===== src/rtl/core_pkg.sv =====
package core_pkg;

    localparam int XLEN       = 32;
    localparam int GPR_NUM    = 32;
    localparam int REG_ADDR_W = $clog2(GPR_NUM);

    typedef logic [XLEN-1:0]       data_t;
    typedef logic [XLEN-1:0]       addr_t;
    typedef logic [31:0]           instr_t;
    typedef logic [REG_ADDR_W-1:0] reg_addr_t;

    // operation inside a result class
    typedef enum logic [2:0] {
        ALU_ADD,
        ALU_SUB,
        ALU_AND,
        ALU_OR,
        ALU_XOR,
        ALU_SLL,
        ALU_SRL,
        ALU_SRA
    } alu_op_e;

    // result class, picks the ALU output group
    typedef enum logic [1:0] {
        SEL_ARITH,
        SEL_LOGIC,
        SEL_SHIFT
    } alu_sel_e;

    // one entry of the instruction buffer
    typedef struct packed {
        logic   valid;
        addr_t  pc;
        instr_t instr;
    } instr_info_t;

    // 2RI8, bits 31:18
    localparam logic [13:0] OPC_SLLI_W = 14'h0010;
    localparam logic [13:0] OPC_SRLI_W = 14'h0011;
    localparam logic [13:0] OPC_SRAI_W = 14'h0012;

    // 3R, bits 31:15
    localparam logic [16:0] OPC_ADD_W  = 17'h00020;
    localparam logic [16:0] OPC_SUB_W  = 17'h00022;
    localparam logic [16:0] OPC_AND    = 17'h00029;
    localparam logic [16:0] OPC_OR     = 17'h0002a;
    localparam logic [16:0] OPC_XOR    = 17'h0002b;
    localparam logic [16:0] OPC_SLL_W  = 17'h0002e;

    // 2RI12, bits 31:22
    localparam logic [9:0]  OPC_ADDI_W = 10'h00a;
    localparam logic [9:0]  OPC_ANDI   = 10'h00d;
    localparam logic [9:0]  OPC_ORI    = 10'h00e;
    localparam logic [9:0]  OPC_XORI   = 10'h00f;

    localparam addr_t RESET_PC = 32'h0000_0000;

endpackage


===== src/rtl/decode_if.sv =====
`timescale 1ns/100ps

interface decode_if;

    import core_pkg::*;

    logic      valid;
    // bit 0 reads rj, bit 1 reads rk
    logic [1:0] reg_read_valid;
    reg_addr_t rj_addr;
    reg_addr_t rk_addr;
    data_t     imm;
    // second ALU operand comes from imm instead of rk
    logic      use_imm;
    logic      reg_write_valid;
    reg_addr_t rd_addr;
    alu_op_e   alu_op;
    alu_sel_e  alu_sel;

    modport producer (
        output valid, reg_read_valid, rj_addr, rk_addr, imm, use_imm,
        output reg_write_valid, rd_addr, alu_op, alu_sel
    );

    modport consumer (
        input valid, reg_read_valid, rj_addr, rk_addr, imm, use_imm,
        input reg_write_valid, rd_addr, alu_op, alu_sel
    );

endinterface


===== src/rtl/alu.sv =====
`timescale 1ns/100ps

module alu (
    input  core_pkg::alu_op_e  op_i,
    input  core_pkg::alu_sel_e sel_i,
    input  core_pkg::data_t    a_i,
    input  core_pkg::data_t    b_i,
    output core_pkg::data_t    result_o
);

    import core_pkg::*;

    logic [4:0] shamt;
    data_t      arith_res;
    data_t      logic_res;
    data_t      shift_res;

    assign shamt = b_i[4:0];

    always_comb begin
        arith_res = (op_i == ALU_SUB) ? (a_i - b_i) : (a_i + b_i);

        case (op_i)
            ALU_AND: logic_res = a_i & b_i;
            ALU_OR:  logic_res = a_i | b_i;
            default: logic_res = a_i ^ b_i;
        endcase

        case (op_i)
            ALU_SRL: shift_res = a_i >> shamt;
            ALU_SRA: shift_res = data_t'($signed(a_i) >>> shamt);
            default: shift_res = a_i << shamt;
        endcase
    end

    // result class picks the group
    always_comb begin
        case (sel_i)
            SEL_ARITH: result_o = arith_res;
            SEL_LOGIC: result_o = logic_res;
            default:   result_o = shift_res;
        endcase
    end

endmodule


===== src/rtl/decoder_2ri12.sv =====
`timescale 1ns/100ps

// 2RI12 layout {opcode[9:0], imm12, rj, rd}
module decoder_2ri12 (
    input  core_pkg::instr_info_t instr_info_i,
    decode_if.producer            dec_o
);

    import core_pkg::*;

    instr_t      instr;
    logic [11:0] imm12;
    data_t       imm_sext;
    data_t       imm_zext;

    assign instr    = instr_info_i.instr;
    assign imm12    = instr[21:10];
    assign imm_sext = {{20{imm12[11]}}, imm12};
    assign imm_zext = {20'b0, imm12};

    always_comb begin
        dec_o.valid           = instr_info_i.valid;
        dec_o.reg_read_valid  = 2'b01;
        dec_o.rj_addr         = instr[9:5];
        dec_o.rk_addr         = '0;
        // logic forms take the zero-extended value
        dec_o.imm             = imm_zext;
        dec_o.use_imm         = 1'b1;
        dec_o.reg_write_valid = 1'b1;
        dec_o.rd_addr         = instr[4:0];
        dec_o.alu_op          = ALU_AND;
        dec_o.alu_sel         = SEL_LOGIC;
        case (instr[31:22])
            OPC_ADDI_W: begin
                dec_o.imm     = imm_sext;
                dec_o.alu_op  = ALU_ADD;
                dec_o.alu_sel = SEL_ARITH;
            end
            OPC_ANDI: begin
                dec_o.alu_op = ALU_AND;
            end
            OPC_ORI: begin
                dec_o.alu_op = ALU_OR;
            end
            OPC_XORI: begin
                dec_o.alu_op = ALU_XOR;
            end
            default: begin
                dec_o.valid = 1'b0;
            end
        endcase
    end

endmodule


===== src/rtl/decoder_2ri8.sv =====
`timescale 1ns/100ps

// 2RI8 layout {opcode[13:0], imm8, rj, rd}
module decoder_2ri8 (
    input  core_pkg::instr_info_t instr_info_i,
    decode_if.producer            dec_o
);

    import core_pkg::*;

    instr_t    instr;
    logic [7:0] imm8;

    assign instr = instr_info_i.instr;
    assign imm8  = instr[17:10];

    always_comb begin
        // shared by all three shifts
        dec_o.valid           = instr_info_i.valid;
        dec_o.reg_read_valid  = 2'b01;
        dec_o.rj_addr         = instr[9:5];
        dec_o.rk_addr         = '0;
        // only the low five bits are a shift amount
        dec_o.imm             = {27'b0, imm8[4:0]};
        dec_o.use_imm         = 1'b1;
        dec_o.reg_write_valid = 1'b1;
        dec_o.rd_addr         = instr[4:0];
        dec_o.alu_op          = ALU_SLL;
        dec_o.alu_sel         = SEL_SHIFT;
        case (instr[31:18])
            OPC_SLLI_W: begin
                dec_o.alu_op = ALU_SLL;
            end
            OPC_SRLI_W: begin
                dec_o.alu_op = ALU_SRL;
            end
            OPC_SRAI_W: begin
                dec_o.alu_op = ALU_SRA;
            end
            default: begin
                dec_o.valid = 1'b0;
            end
        endcase
    end

endmodule


===== src/rtl/decoder_3r.sv =====
`timescale 1ns/100ps

// 3R layout {opcode[16:0], rk, rj, rd}
module decoder_3r (
    input  core_pkg::instr_info_t instr_info_i,
    decode_if.producer            dec_o
);

    import core_pkg::*;

    instr_t instr;

    assign instr = instr_info_i.instr;

    always_comb begin
        dec_o.valid           = instr_info_i.valid;
        dec_o.reg_read_valid  = 2'b11;
        dec_o.rj_addr         = instr[9:5];
        dec_o.rk_addr         = instr[14:10];
        dec_o.imm             = '0;
        dec_o.use_imm         = 1'b0;
        dec_o.reg_write_valid = 1'b1;
        dec_o.rd_addr         = instr[4:0];
        dec_o.alu_op          = ALU_ADD;
        dec_o.alu_sel         = SEL_ARITH;
        case (instr[31:15])
            OPC_ADD_W: begin
                dec_o.alu_op = ALU_ADD;
            end
            OPC_SUB_W: begin
                dec_o.alu_op = ALU_SUB;
            end
            OPC_AND: begin
                dec_o.alu_op  = ALU_AND;
                dec_o.alu_sel = SEL_LOGIC;
            end
            OPC_OR: begin
                dec_o.alu_op  = ALU_OR;
                dec_o.alu_sel = SEL_LOGIC;
            end
            OPC_XOR: begin
                dec_o.alu_op  = ALU_XOR;
                dec_o.alu_sel = SEL_LOGIC;
            end
            OPC_SLL_W: begin
                // shift amount is rk[4:0], taken in the ALU
                dec_o.alu_op  = ALU_SLL;
                dec_o.alu_sel = SEL_SHIFT;
            end
            default: begin
                dec_o.valid = 1'b0;
            end
        endcase
    end

endmodule


===== src/rtl/fetch_wb.sv =====
`timescale 1ns/100ps

module fetch_wb (
    input  logic                  clk,
    input  logic                  reset_i,
    output logic                  wb_cyc_o,
    output logic                  wb_stb_o,
    output logic                  wb_we_o,
    output core_pkg::addr_t       wb_adr_o,
    input  core_pkg::instr_t      wb_dat_i,
    input  logic                  wb_ack_i,
    output core_pkg::instr_info_t instr_info_o
);

    import core_pkg::*;

    typedef enum logic {
        ST_REQ,
        ST_GAP
    } fetch_state_e;

    fetch_state_e state_q;
    addr_t        pc_q;
    logic         ack_hit;
    logic         buf_valid_q;
    addr_t        buf_pc_q;
    instr_t       buf_instr_q;

    assign ack_hit = (state_q == ST_REQ) && wb_ack_i;

    // gap after reset, so the first request follows release
    always_ff @(posedge clk) begin
        if (reset_i) begin
            state_q     <= ST_GAP;
            pc_q        <= RESET_PC;
            buf_valid_q <= 1'b0;
        end else begin
            buf_valid_q <= ack_hit;
            case (state_q)
                ST_REQ: begin
                    if (wb_ack_i) begin
                        state_q <= ST_GAP;
                        pc_q    <= pc_q + 32'd4;
                    end
                end
                default: begin
                    state_q <= ST_REQ;
                end
            endcase
        end
    end

    // instruction buffer payload
    always_ff @(posedge clk) begin
        if (ack_hit) begin
            buf_pc_q    <= pc_q;
            buf_instr_q <= wb_dat_i;
        end
    end

    // read-only master
    assign wb_cyc_o = (state_q == ST_REQ);
    assign wb_stb_o = (state_q == ST_REQ);
    assign wb_we_o  = 1'b0;
    assign wb_adr_o = pc_q;

    assign instr_info_o = '{valid: buf_valid_q, pc: buf_pc_q, instr: buf_instr_q};

endmodule


===== src/rtl/gpr_file.sv =====
`timescale 1ns/100ps

module gpr_file (
    input  logic                clk,
    input  logic                reset_i,
    input  core_pkg::reg_addr_t rj_addr_i,
    input  core_pkg::reg_addr_t rk_addr_i,
    output core_pkg::data_t     rj_data_o,
    output core_pkg::data_t     rk_data_o,
    input  logic                we_i,
    input  core_pkg::reg_addr_t wd_addr_i,
    input  core_pkg::data_t     wd_data_i
);

    import core_pkg::*;

    data_t regs [GPR_NUM];

    always_ff @(posedge clk) begin
        if (reset_i) begin
            for (int i = 0; i < GPR_NUM; i++) begin
                regs[i] <= '0;
            end
        end else if (we_i && (wd_addr_i != '0)) begin
            // r0 is never written
            regs[wd_addr_i] <= wd_data_i;
        end
    end

    // r0 reads as zero
    assign rj_data_o = (rj_addr_i == '0) ? '0 : regs[rj_addr_i];
    assign rk_data_o = (rk_addr_i == '0) ? '0 : regs[rk_addr_i];

endmodule


===== src/rtl/id_stage.sv =====
`timescale 1ns/100ps

module id_stage (
    input  logic                  clk,
    input  logic                  reset_i,
    input  core_pkg::instr_info_t instr_info_i,
    output core_pkg::addr_t       pc_o,
    output logic                  illegal_o,
    decode_if.producer            dec_o
);

    import core_pkg::*;

    logic any_valid;

    decode_if dec_2ri8 ();
    decode_if dec_3r ();
    decode_if dec_2ri12 ();

    decoder_2ri8 u_decoder_2ri8 (
        .instr_info_i (instr_info_i),
        .dec_o        (dec_2ri8)
    );

    decoder_3r u_decoder_3r (
        .instr_info_i (instr_info_i),
        .dec_o        (dec_3r)
    );

    decoder_2ri12 u_decoder_2ri12 (
        .instr_info_i (instr_info_i),
        .dec_o        (dec_2ri12)
    );

    // opcode fields are disjoint, at most one decoder hits
    assign any_valid = dec_2ri8.valid | dec_3r.valid | dec_2ri12.valid;

    always_ff @(posedge clk) begin
        if (reset_i) begin
            dec_o.valid <= 1'b0;
            illegal_o   <= 1'b0;
        end else begin
            dec_o.valid <= any_valid;
            illegal_o   <= instr_info_i.valid & ~any_valid;
        end
    end

    // payload follows the valid decoder, 2RI8 when none hits
    always_ff @(posedge clk) begin
        pc_o <= instr_info_i.pc;
        if (dec_3r.valid) begin
            dec_o.reg_read_valid  <= dec_3r.reg_read_valid;
            dec_o.rj_addr         <= dec_3r.rj_addr;
            dec_o.rk_addr         <= dec_3r.rk_addr;
            dec_o.imm             <= dec_3r.imm;
            dec_o.use_imm         <= dec_3r.use_imm;
            dec_o.reg_write_valid <= dec_3r.reg_write_valid;
            dec_o.rd_addr         <= dec_3r.rd_addr;
            dec_o.alu_op          <= dec_3r.alu_op;
            dec_o.alu_sel         <= dec_3r.alu_sel;
        end else if (dec_2ri12.valid) begin
            dec_o.reg_read_valid  <= dec_2ri12.reg_read_valid;
            dec_o.rj_addr         <= dec_2ri12.rj_addr;
            dec_o.rk_addr         <= dec_2ri12.rk_addr;
            dec_o.imm             <= dec_2ri12.imm;
            dec_o.use_imm         <= dec_2ri12.use_imm;
            dec_o.reg_write_valid <= dec_2ri12.reg_write_valid;
            dec_o.rd_addr         <= dec_2ri12.rd_addr;
            dec_o.alu_op          <= dec_2ri12.alu_op;
            dec_o.alu_sel         <= dec_2ri12.alu_sel;
        end else begin
            dec_o.reg_read_valid  <= dec_2ri8.reg_read_valid;
            dec_o.rj_addr         <= dec_2ri8.rj_addr;
            dec_o.rk_addr         <= dec_2ri8.rk_addr;
            dec_o.imm             <= dec_2ri8.imm;
            dec_o.use_imm         <= dec_2ri8.use_imm;
            dec_o.reg_write_valid <= dec_2ri8.reg_write_valid;
            dec_o.rd_addr         <= dec_2ri8.rd_addr;
            dec_o.alu_op          <= dec_2ri8.alu_op;
            dec_o.alu_sel         <= dec_2ri8.alu_sel;
        end
    end

endmodule


===== src/rtl/la_core_top.sv =====
`timescale 1ns/100ps

module la_core_top (
    input  logic                clk,
    input  logic                reset_i,
    output logic                wb_cyc_o,
    output logic                wb_stb_o,
    output logic                wb_we_o,
    output core_pkg::addr_t     wb_adr_o,
    input  core_pkg::instr_t    wb_dat_i,
    input  logic                wb_ack_i,
    output logic                commit_valid_o,
    output core_pkg::addr_t     commit_pc_o,
    output core_pkg::reg_addr_t commit_rd_o,
    output core_pkg::data_t     commit_data_o,
    output logic                illegal_o
);

    import core_pkg::*;

    instr_info_t instr_info;
    data_t       rj_data;
    data_t       rk_data;
    data_t       alu_b;
    logic        gpr_we;

    decode_if dec ();

    fetch_wb u_fetch_wb (
        .clk          (clk),
        .reset_i      (reset_i),
        .wb_cyc_o     (wb_cyc_o),
        .wb_stb_o     (wb_stb_o),
        .wb_we_o      (wb_we_o),
        .wb_adr_o     (wb_adr_o),
        .wb_dat_i     (wb_dat_i),
        .wb_ack_i     (wb_ack_i),
        .instr_info_o (instr_info)
    );

    id_stage u_id_stage (
        .clk          (clk),
        .reset_i      (reset_i),
        .instr_info_i (instr_info),
        .pc_o         (commit_pc_o),
        .illegal_o    (illegal_o),
        .dec_o        (dec)
    );

    // execute and write back in one cycle
    assign alu_b  = dec.use_imm ? dec.imm : rk_data;
    assign gpr_we = dec.valid & dec.reg_write_valid;

    gpr_file u_gpr_file (
        .clk       (clk),
        .reset_i   (reset_i),
        .rj_addr_i (dec.rj_addr),
        .rk_addr_i (dec.rk_addr),
        .rj_data_o (rj_data),
        .rk_data_o (rk_data),
        .we_i      (gpr_we),
        .wd_addr_i (dec.rd_addr),
        .wd_data_i (commit_data_o)
    );

    alu u_alu (
        .op_i     (dec.alu_op),
        .sel_i    (dec.alu_sel),
        .a_i      (rj_data),
        .b_i      (alu_b),
        .result_o (commit_data_o)
    );

    assign commit_valid_o = gpr_we;
    assign commit_rd_o    = dec.rd_addr;

endmodule


===== config.mk =====
export PLATFORM = sky130hd
export DESIGN_NAME = la_core_top
export DESIGN_NICKNAME = d
export VERILOG_FILES = /design/src/rtl/core_pkg.sv /design/src/rtl/decode_if.sv /design/src/rtl/alu.sv /design/src/rtl/decoder_2ri12.sv /design/src/rtl/decoder_2ri8.sv /design/src/rtl/decoder_3r.sv /design/src/rtl/fetch_wb.sv /design/src/rtl/gpr_file.sv /design/src/rtl/id_stage.sv /design/src/rtl/la_core_top.sv
export SDC_FILE = /design/constraint.sdc
export NUM_CORES = 2
export LEC_CHECK = 0
export ABC_AREA = 0
export BUFFER_PORTS_ARGS = -buffer_cell sky130_fd_sc_hd__buf_4
export CAP_MARGIN = 20
export CORE_MARGIN = 2
export CORE_UTILIZATION = 30
export DETAILED_ROUTE_END_ITERATION = 12
export PLACE_DENSITY = 0.46
export RECOVER_POWER = 25
export SLEW_MARGIN = 40
export SYNTH_ARGS = -nofsm -noshare
export SYNTH_HDL_FRONTEND = slang
export SYNTH_SLANG_ARGS = --single-unit

===== constraint.sdc =====
create_clock -name clk -period 10.25 [get_ports clk]
set_clock_uncertainty 0.15 [all_clocks]
set_input_delay 1.5375 -clock clk [delete_from_list [all_inputs] [get_ports clk]]
set_output_delay 1.5375 -clock clk [all_outputs]
set_load 0.05 [all_outputs]

# Yosys cells after proc, flatten, opt, wreduce, memory -nomap -nowiden

Memory sizes are Yosys's and may differ from the RTL's. A register that Yosys moved wholly into a read port is not among the register bits.
Cells that the tools add are included.

Bits in registers: 166
Memory bits (writable): 1024
Input bits: 35
Output and inout port bits: 106
Word-level logic and storage cells: 99
Memories: 1

Memory list:

| memory          | words | bits a word | read ports | clocked after Yosys merged registers in | wr ports | RTL line       | source |
|---|---|---|---|---|---|---|---|
| u_gpr_file.regs | 32    | 32          | 2          | 2                                       | 32       | gpr_file.sv:17 | `data_t regs [GPR_NUM];` |

$add $sub $neg: 3
Equality and inequality tests: 19
Shift operators: 3
Muxes and demuxes: 32
Bitwise gates (word level): 10
Reduce and logical (&&, ||, !) cells: 14

Operator list:

| operator              | number |
|---|---|
| $pmux 32 s2           | 3 |
| $mux 32               | 5 |
| $eq 17x6->1 const B   | 6 |
| $eq 14x5->1 const B   | 3 |
| $eq 10x4->1 const B   | 4 |
| $add 32x3->32 const B | 1 |
| $add 32x32->32        | 1 |
| $and 32x32->32        | 1 |
| $or 32x32->32         | 1 |
| $reduce_or 32->1      | 1 |
| $shl 32x5->32         | 1 |
| $shr 32x5->32         | 1 |
| $sshr 32x5->32        | 1 |
| $sub 32x32->32        | 1 |
| $xor 32x32->32        | 1 |
| $mux 5                | 3 |
| $pmux 3 s5            | 1 |
| $mux 1                | 13 |
| $logic_not 5->1       | 2 |
| $pmux 3 s3            | 1 |
| $reduce_or 3->1       | 3 |
| $pmux 2 s2            | 2 |
| $eq 3x2->1 const B    | 2 |
| $eq 3x3->1 const B    | 2 |
| 14 further kinds      | 21 |

# Longest topological paths before layout

Depth in word-level cells: 7
Depth in mapped cells: 33
Gate-level depth less buffers: 25

# Hierarchy

A second synthesis with hierarchy kept.

Cells, all modules: 5403
Area, all modules: 70801.7 um2

Modules (own cells, without submodules):

| module        | times used | cells each | area each (um2) | sequential area each (um2) |
|---|---|---|---|---|
| gpr_file      | 1          | 3502       | 54253.3         | 30749.5 |
| alu           | 1          | 1139       | 8027.7          | 0.0 |
| fetch_wb      | 1          | 237        | 3394.5          | 2502.4 |
| id_stage      | 1          | 280        | 3040.4          | 1801.7 |
| decoder_3r    | 1          | 75         | 560.5           | 0.0 |
| la_core_top   | 1          | 37         | 550.5           | 0.0 |
| decoder_2ri12 | 1          | 68         | 491.7           | 0.0 |
| decoder_2ri8  | 1          | 65         | 483.0           | 0.0 |

# Worst setup path before layout

No wires, ideal clock.

Path kind: flip-flop to output port
From: register u_id_stage.dec_o.rk_addr[0]
To: output commit_data_o[31]
Arrival: 7.412 ns
Required time: 8.562 ns
Path slack: 1.150 ns
Cell stages (with the launch flop): 32
Buffers on the path: 7
Path through: dfxtp_1 buf_6 buf_4 mux4_2 o22ai_1 nor3_1 or2_1 clkbuf_1 inv_1 buf_2 buf_2 buf_2 ha_1 nand2_1 or3_1 or4_4 or2_2 nor2_1 a31oi_1 xnor2_1 ha_1 a211oi_1 nor2_1 o41a_1 a221o_1 a2111oi_0 o31ai_1 a31oi_1 xnor3_2 a221oi_4 buf_6 inv_2

Cells in the longest elaborated chain, start to end: 6
Elaborated cells between the ends (all ways): 15
Those cells by class: add/sub: 2; shift: 3; mux: 6; bitwise: 3; reduce/logical: 1

Ends and longest elaborated chain:

| element                                      | RTL line          | source |
|---|---|---|
| start: declaration                           | decode_if.sv:21   | `output valid, reg_read_valid, rj_addr, rk_addr, imm, use_imm,` |
| $logic_not 5->1 (*)                          | gpr_file.sv:32    | `assign rk_data_o = (rk_addr_i == '0) ? '0 : regs[rk_addr_i];` |
| $mux 32 (*)                                  | gpr_file.sv:32    |  |
| $mux 32 (*)                                  | la_core_top.sv:51 | `assign alu_b = dec.use_imm ? dec.imm : rk_data;` |
| $add 32x32->32, or another cell as far along | alu.sv:21         | `arith_res = (op_i == ALU_SUB) ? (a_i - b_i) : (a_i + b_i);` |
| $mux 32, or another cell as far along        | alu.sv:21         |  |
| $pmux 32 s2 (*)                              | alu.sv:38         | `case (sel_i)` |
| end: declaration                             | la_core_top.sv:15 | `output core_pkg::data_t commit_data_o,` |

Mark *: on every way between the ends. The rest lies on a longest branch, timed or not.

# Worst setup path after layout

From: register u_id_stage.dec_o.rk_addr[3]
To: output commit_data_o[31]

Same word-level chain as after synthesis.

==> flow_summary_export.csv <==
group,metric,value,unit
run_status,outcome,"complete, but fails checks",
run_status,violations,"capacitance limit, slew limit",
worst_setup_path,r2r_end,"u_gpr_file.regs[2][31]",
synth,synth-seq-area-share,51.8,%
worst_setup_path,worstReg2RegStart,"u_id_stage.dec_o.rk_addr[3]",
drt,wl_met1,126000,um
hold_path,min-delay-start,"u_fetch_wb.buf_pc_q[7]",
final_layout,fin_cells,8716,
clock_network,hold_buffers,0,
floorplanning,start_util,30.1,%
global_route,grt_pass1_vias,49900,
placement,dp_cells,8436,
synth,synthesis.area,66800,sq um
floorplanning,die_area,226000,sq um
drt,highest_layer,"met5",
placement,hpwlAfterDp,204000,um
clock_network,clk_pin_slew,0.06,ns
synth,yosysTopAreaCell,"edfxtp_1",
synth,syn_avg_cell_area,12.2,sq um
worst_setup_path,worstSetupPathType,"register to output port",
hold_path,holdCritPathClass,"register to register",
worst_setup_path,endpoint_kind,"output port",
timing,max-slew-margin-rel,-167,%
placement,gp_congestion,0.936,
hold_path,hold_end,"u_id_stage.pc_o[7]",
timing,hold_violations,0,
synth,synth_edf_count,1086,
timing,fin_hold_ws,0.184,ns
timing,rsz0062_at_grt,"no",
synth,netlist_instances,5490,
worst_setup_path,critPathRequiredTime,8.56,ns
drt,drtPass1Iterations,6,
floorplanning,core,222000,sq um
timing,final-max-slew-violation-count,409,
timing,worstMarginPinSlew,4.00,ns
worst_setup_path,startpoint_type,"register",
timing,post-route-min-period,10.03,ns
synth,yosys_warnings,0,
global_route,grt_pass1_wl,422000,um
floorplanning,num_rows,173,
global_route,globalRouteTotalUtil,26.8,%
power,vdd.ir_drop.worst,0.134,mV
placement,io_buffers,135,
floorplanning,top_level_ports,141,
final_layout,drive_gt1_share,21.0,%
worst_setup_path,r2r_slack,1.84,ns
clock_network,cts.sinks,1184,
drt,antenna_left,0,
synth,async_flop_share,0,%
hold_path,min_path_cells,0,
global_route,overflow,0,
power,p_leak,26.8,nW
floorplanning,fp.dieW,476,um
synth,synth.area.top_cells,"edfxtp_1, mux4_2, nor2_1",
clock_network,clock_path_buffers,3,
timing,fmax,99.7,MHz
global_route,grt_max_degree,80,
worst_setup_path,r2r_cells,24,
drt,wirelength,310000,um
power,power.density,155,nW/um^2
drt,vias,52300,
drt,dr_wl_met3,32500,um
clock_network,cts_buffers,143,
clock_network,cts_root_buf,"clkbuf_16",
synth,yosys_most_used_dff,"edfxtp_1",
global_route,antenna_found_initial,12,
timing,post-route-period-util,97.8,%
drt,wl_met2,137000,um
run,cap_viol_max_count,18,
clock_network,cts_tree,"built",
synth,synth_top_area_share,48.8,%
drt,detail_route.iter0.violations,7526,
timing,finalSetupTns,0,ns
drt,drc,0,
worst_setup_path,crit_fanout,34,
worst_setup_path,arrival,8.34,ns
clock_network,cts_max_level,4,
final_layout,postLayoutCoreUtil,34.5,%
drt,wire_per_inst,35.5,um
synth,ys_ff_latch,1184,
floorplanning,die_y,476,um
final_layout,nNetsFinal,5757,
timing,setup_viol,0,
drt,via_per_inst,6.01,
final_layout,area_growth_syn_to_layout,14.7,%
clock_network,worst_skew_pair.late_latency,0.82,ns
synth,synthDistinctLibCells,122,
==> kinds of logic after synthesis <==
logic type | count (synthesis) | synth area share, %
compound gates | 892 | 9.58
xor+xnor | 84 | 1.12
fa+ha+maj | 98 | 1.85
buf+inv | 624 | 4.94
flops | 1184 | 51.8
mux | 732 | 18.4
other cells | 1 | 0.00562
simple gates | 1875 | 12.3
==> report_power, final <==
part / internal (W) / switching, W / leakage, nW
Sequential: 0.00543 / 0.000102 / 12.0
Combinational: 0.000396 / 0.000941 / 12.6
Clock: 0.00283 / 0.00219 / 2.21
Total: 0.00865 / 0.00323 / 26.8
==> how the worst max path moves through the flow <==
stage                                startpoint                 to  slack (ns)  cells past startpoint
floorplan           u_id_stage.dec_o.rk_addr[0]  commit_data_o[31]        1.15                     31
CTS                 u_id_stage.dec_o.rk_addr[0]  commit_data_o[31]       0.001                     24
finish              u_id_stage.dec_o.rk_addr[3]  commit_data_o[31]        0.22                     24
detailed placement  u_id_stage.dec_o.rk_addr[0]  commit_data_o[31]        0.62                     24
global placement    u_id_stage.dec_o.rk_addr[0]  commit_data_o[31]        0.64                     24
global route        u_id_stage.dec_o.rk_addr[0]  commit_data_o[31]       0.008                     29
==> synth_stat cells, types with 30 or more instances <==
| library cell | number |
|---|---|
| buf_6 | 49 |
| nand2_1 | 242 |
| o21ai_0 | 127 |
| mux2i_1 | 294 |
| clkbuf_1 | 231 |
| o221ai_1 | 44 |
| mux2_2 | 54 |
| and3_1 | 33 |
| nand2b_1 | 51 |
| edfxtp_1 | 1086 |
| buf_4 | 35 |
| nand3_1 | 89 |
| a21oi_1 | 126 |
| o211ai_1 | 43 |
| nor3_1 | 59 |
| dfxtp_1 | 98 |
| nor2_1 | 1167 |
| a22oi_1 | 95 |
| buf_2 | 131 |
| buf_1 | 31 |
| a211oi_1 | 60 |
| inv_1 | 106 |
| xnor2_1 | 56 |
| nor2_2 | 30 |
| mux4_2 | 361 |
| ha_1 | 97 |
| and2_1 | 34 |
| a31oi_1 | 48 |
| o22ai_1 | 55 |
==> registers in the layout (all words and copies together), names as in the netlist <==
name and cells:
u_id_stage.dec_o.alu_op 3, u_id_stage.dec_o.imm 13, u_id_stage.dec_o.use_imm 1, u_id_stage.dec_o.alu_sel 2
u_gpr_file.regs 1024, u_fetch_wb.buf_valid_q 1, u_fetch_wb.buf_pc_q 30, u_id_stage.dec_o.rk_addr 5
u_fetch_wb.wb_adr_o 30, u_fetch_wb.buf_instr_q 32, u_id_stage.dec_o.rj_addr 5, u_id_stage.dec_o.rd_addr 5
u_id_stage.pc_o 30, u_fetch_wb.state_q 1, u_id_stage.dec_o.valid 1, u_id_stage.illegal_o 1
==> layout by cell type, fill, tap and decap left out, drive strengths merged, types with 28 or more instances in the layout <==
cell    instances
a211oi         63
a21oi         126
a22oi          95
a311oi         28
a31oi          48
and2           37
and3           33
buf           335
clkbuf        296
clkinv         64
conb           37
dfxtp          98
edfxtp       1086
ha             97
inv           128
mux2           55
mux2i         294
mux4          383
nand2         244
nand2b         51
nand3          90
nor2         1197
nor3           60
o211ai         43
o21ai         136
o221ai         44
o22ai          55
xnor2          56
==> what timing repair did <==
item | 4_1_cts | 5_1_grt
gates resized for setup | 0 | 9
pin swaps | 1 | 4
gates cloned | 0 | 1
setup buffers | 2 | 10
endpoints found under the setup margin | 1 | 2
==> per-layer routing <==
layer	GRT usage, %	up-vias
li1	-	21100
met1	36.8	27200
met3	5.87	617
met2	40.9	3469
met5	0	-
met4	11.1	10
==> worst max-delay path, cell delays in order, from the launching register on <==
cell and delay [ns]:
dfxtp_2 0.69, buf_6 0.57, clkinv_1 0.38, buf_4 0.38
nor3_1 0.67, buf_4 0.36, a22oi_1 0.21, and4_1 0.34
nor2b_1 0.21, nand4bb_4 0.11, nor4_2 0.07, or2_2 0.32
xnor2_1 0.13, ha_1 0.24, o41a_1 0.45, a221o_1 0.37
a2111oi_2 0.34, buf_4 0.17, o31ai_1 0.08, a31oi_1 0.18
xnor3_2 0.46, a221oi_4 0.34, buf_12 0.20, inv_2 0.03
buf_4 0.18
==> final cells by class <==
class / count / area, sq um
Inverter: 122 / 460
Antenna cell: 4 / 10.0
Sequential cell: 1184 / 34600
Fill cell: 21900 / 145000
Tap cell: 2975 / 3720
Timing Repair Buffer: 455 / 3540
Clock buffer: 176 / 3750
Clock inverter: 82 / 774
Multi-Input combinational cell: 3718 / 29700
==> stage by stage <==
step	total power (W)	worst slack [ns]	instance area, sq um
floorplan	0.00633	1.15	66900
detailed placement	0.00693	0.622	72200
global placement	0.00692	0.635	71800
finish	0.0119	0.225	76600
global route	0.0122	0.00787	76600
CTS	0.0119	0.00106	76800
No activity file was read; power rests on OpenSTA's default activity.
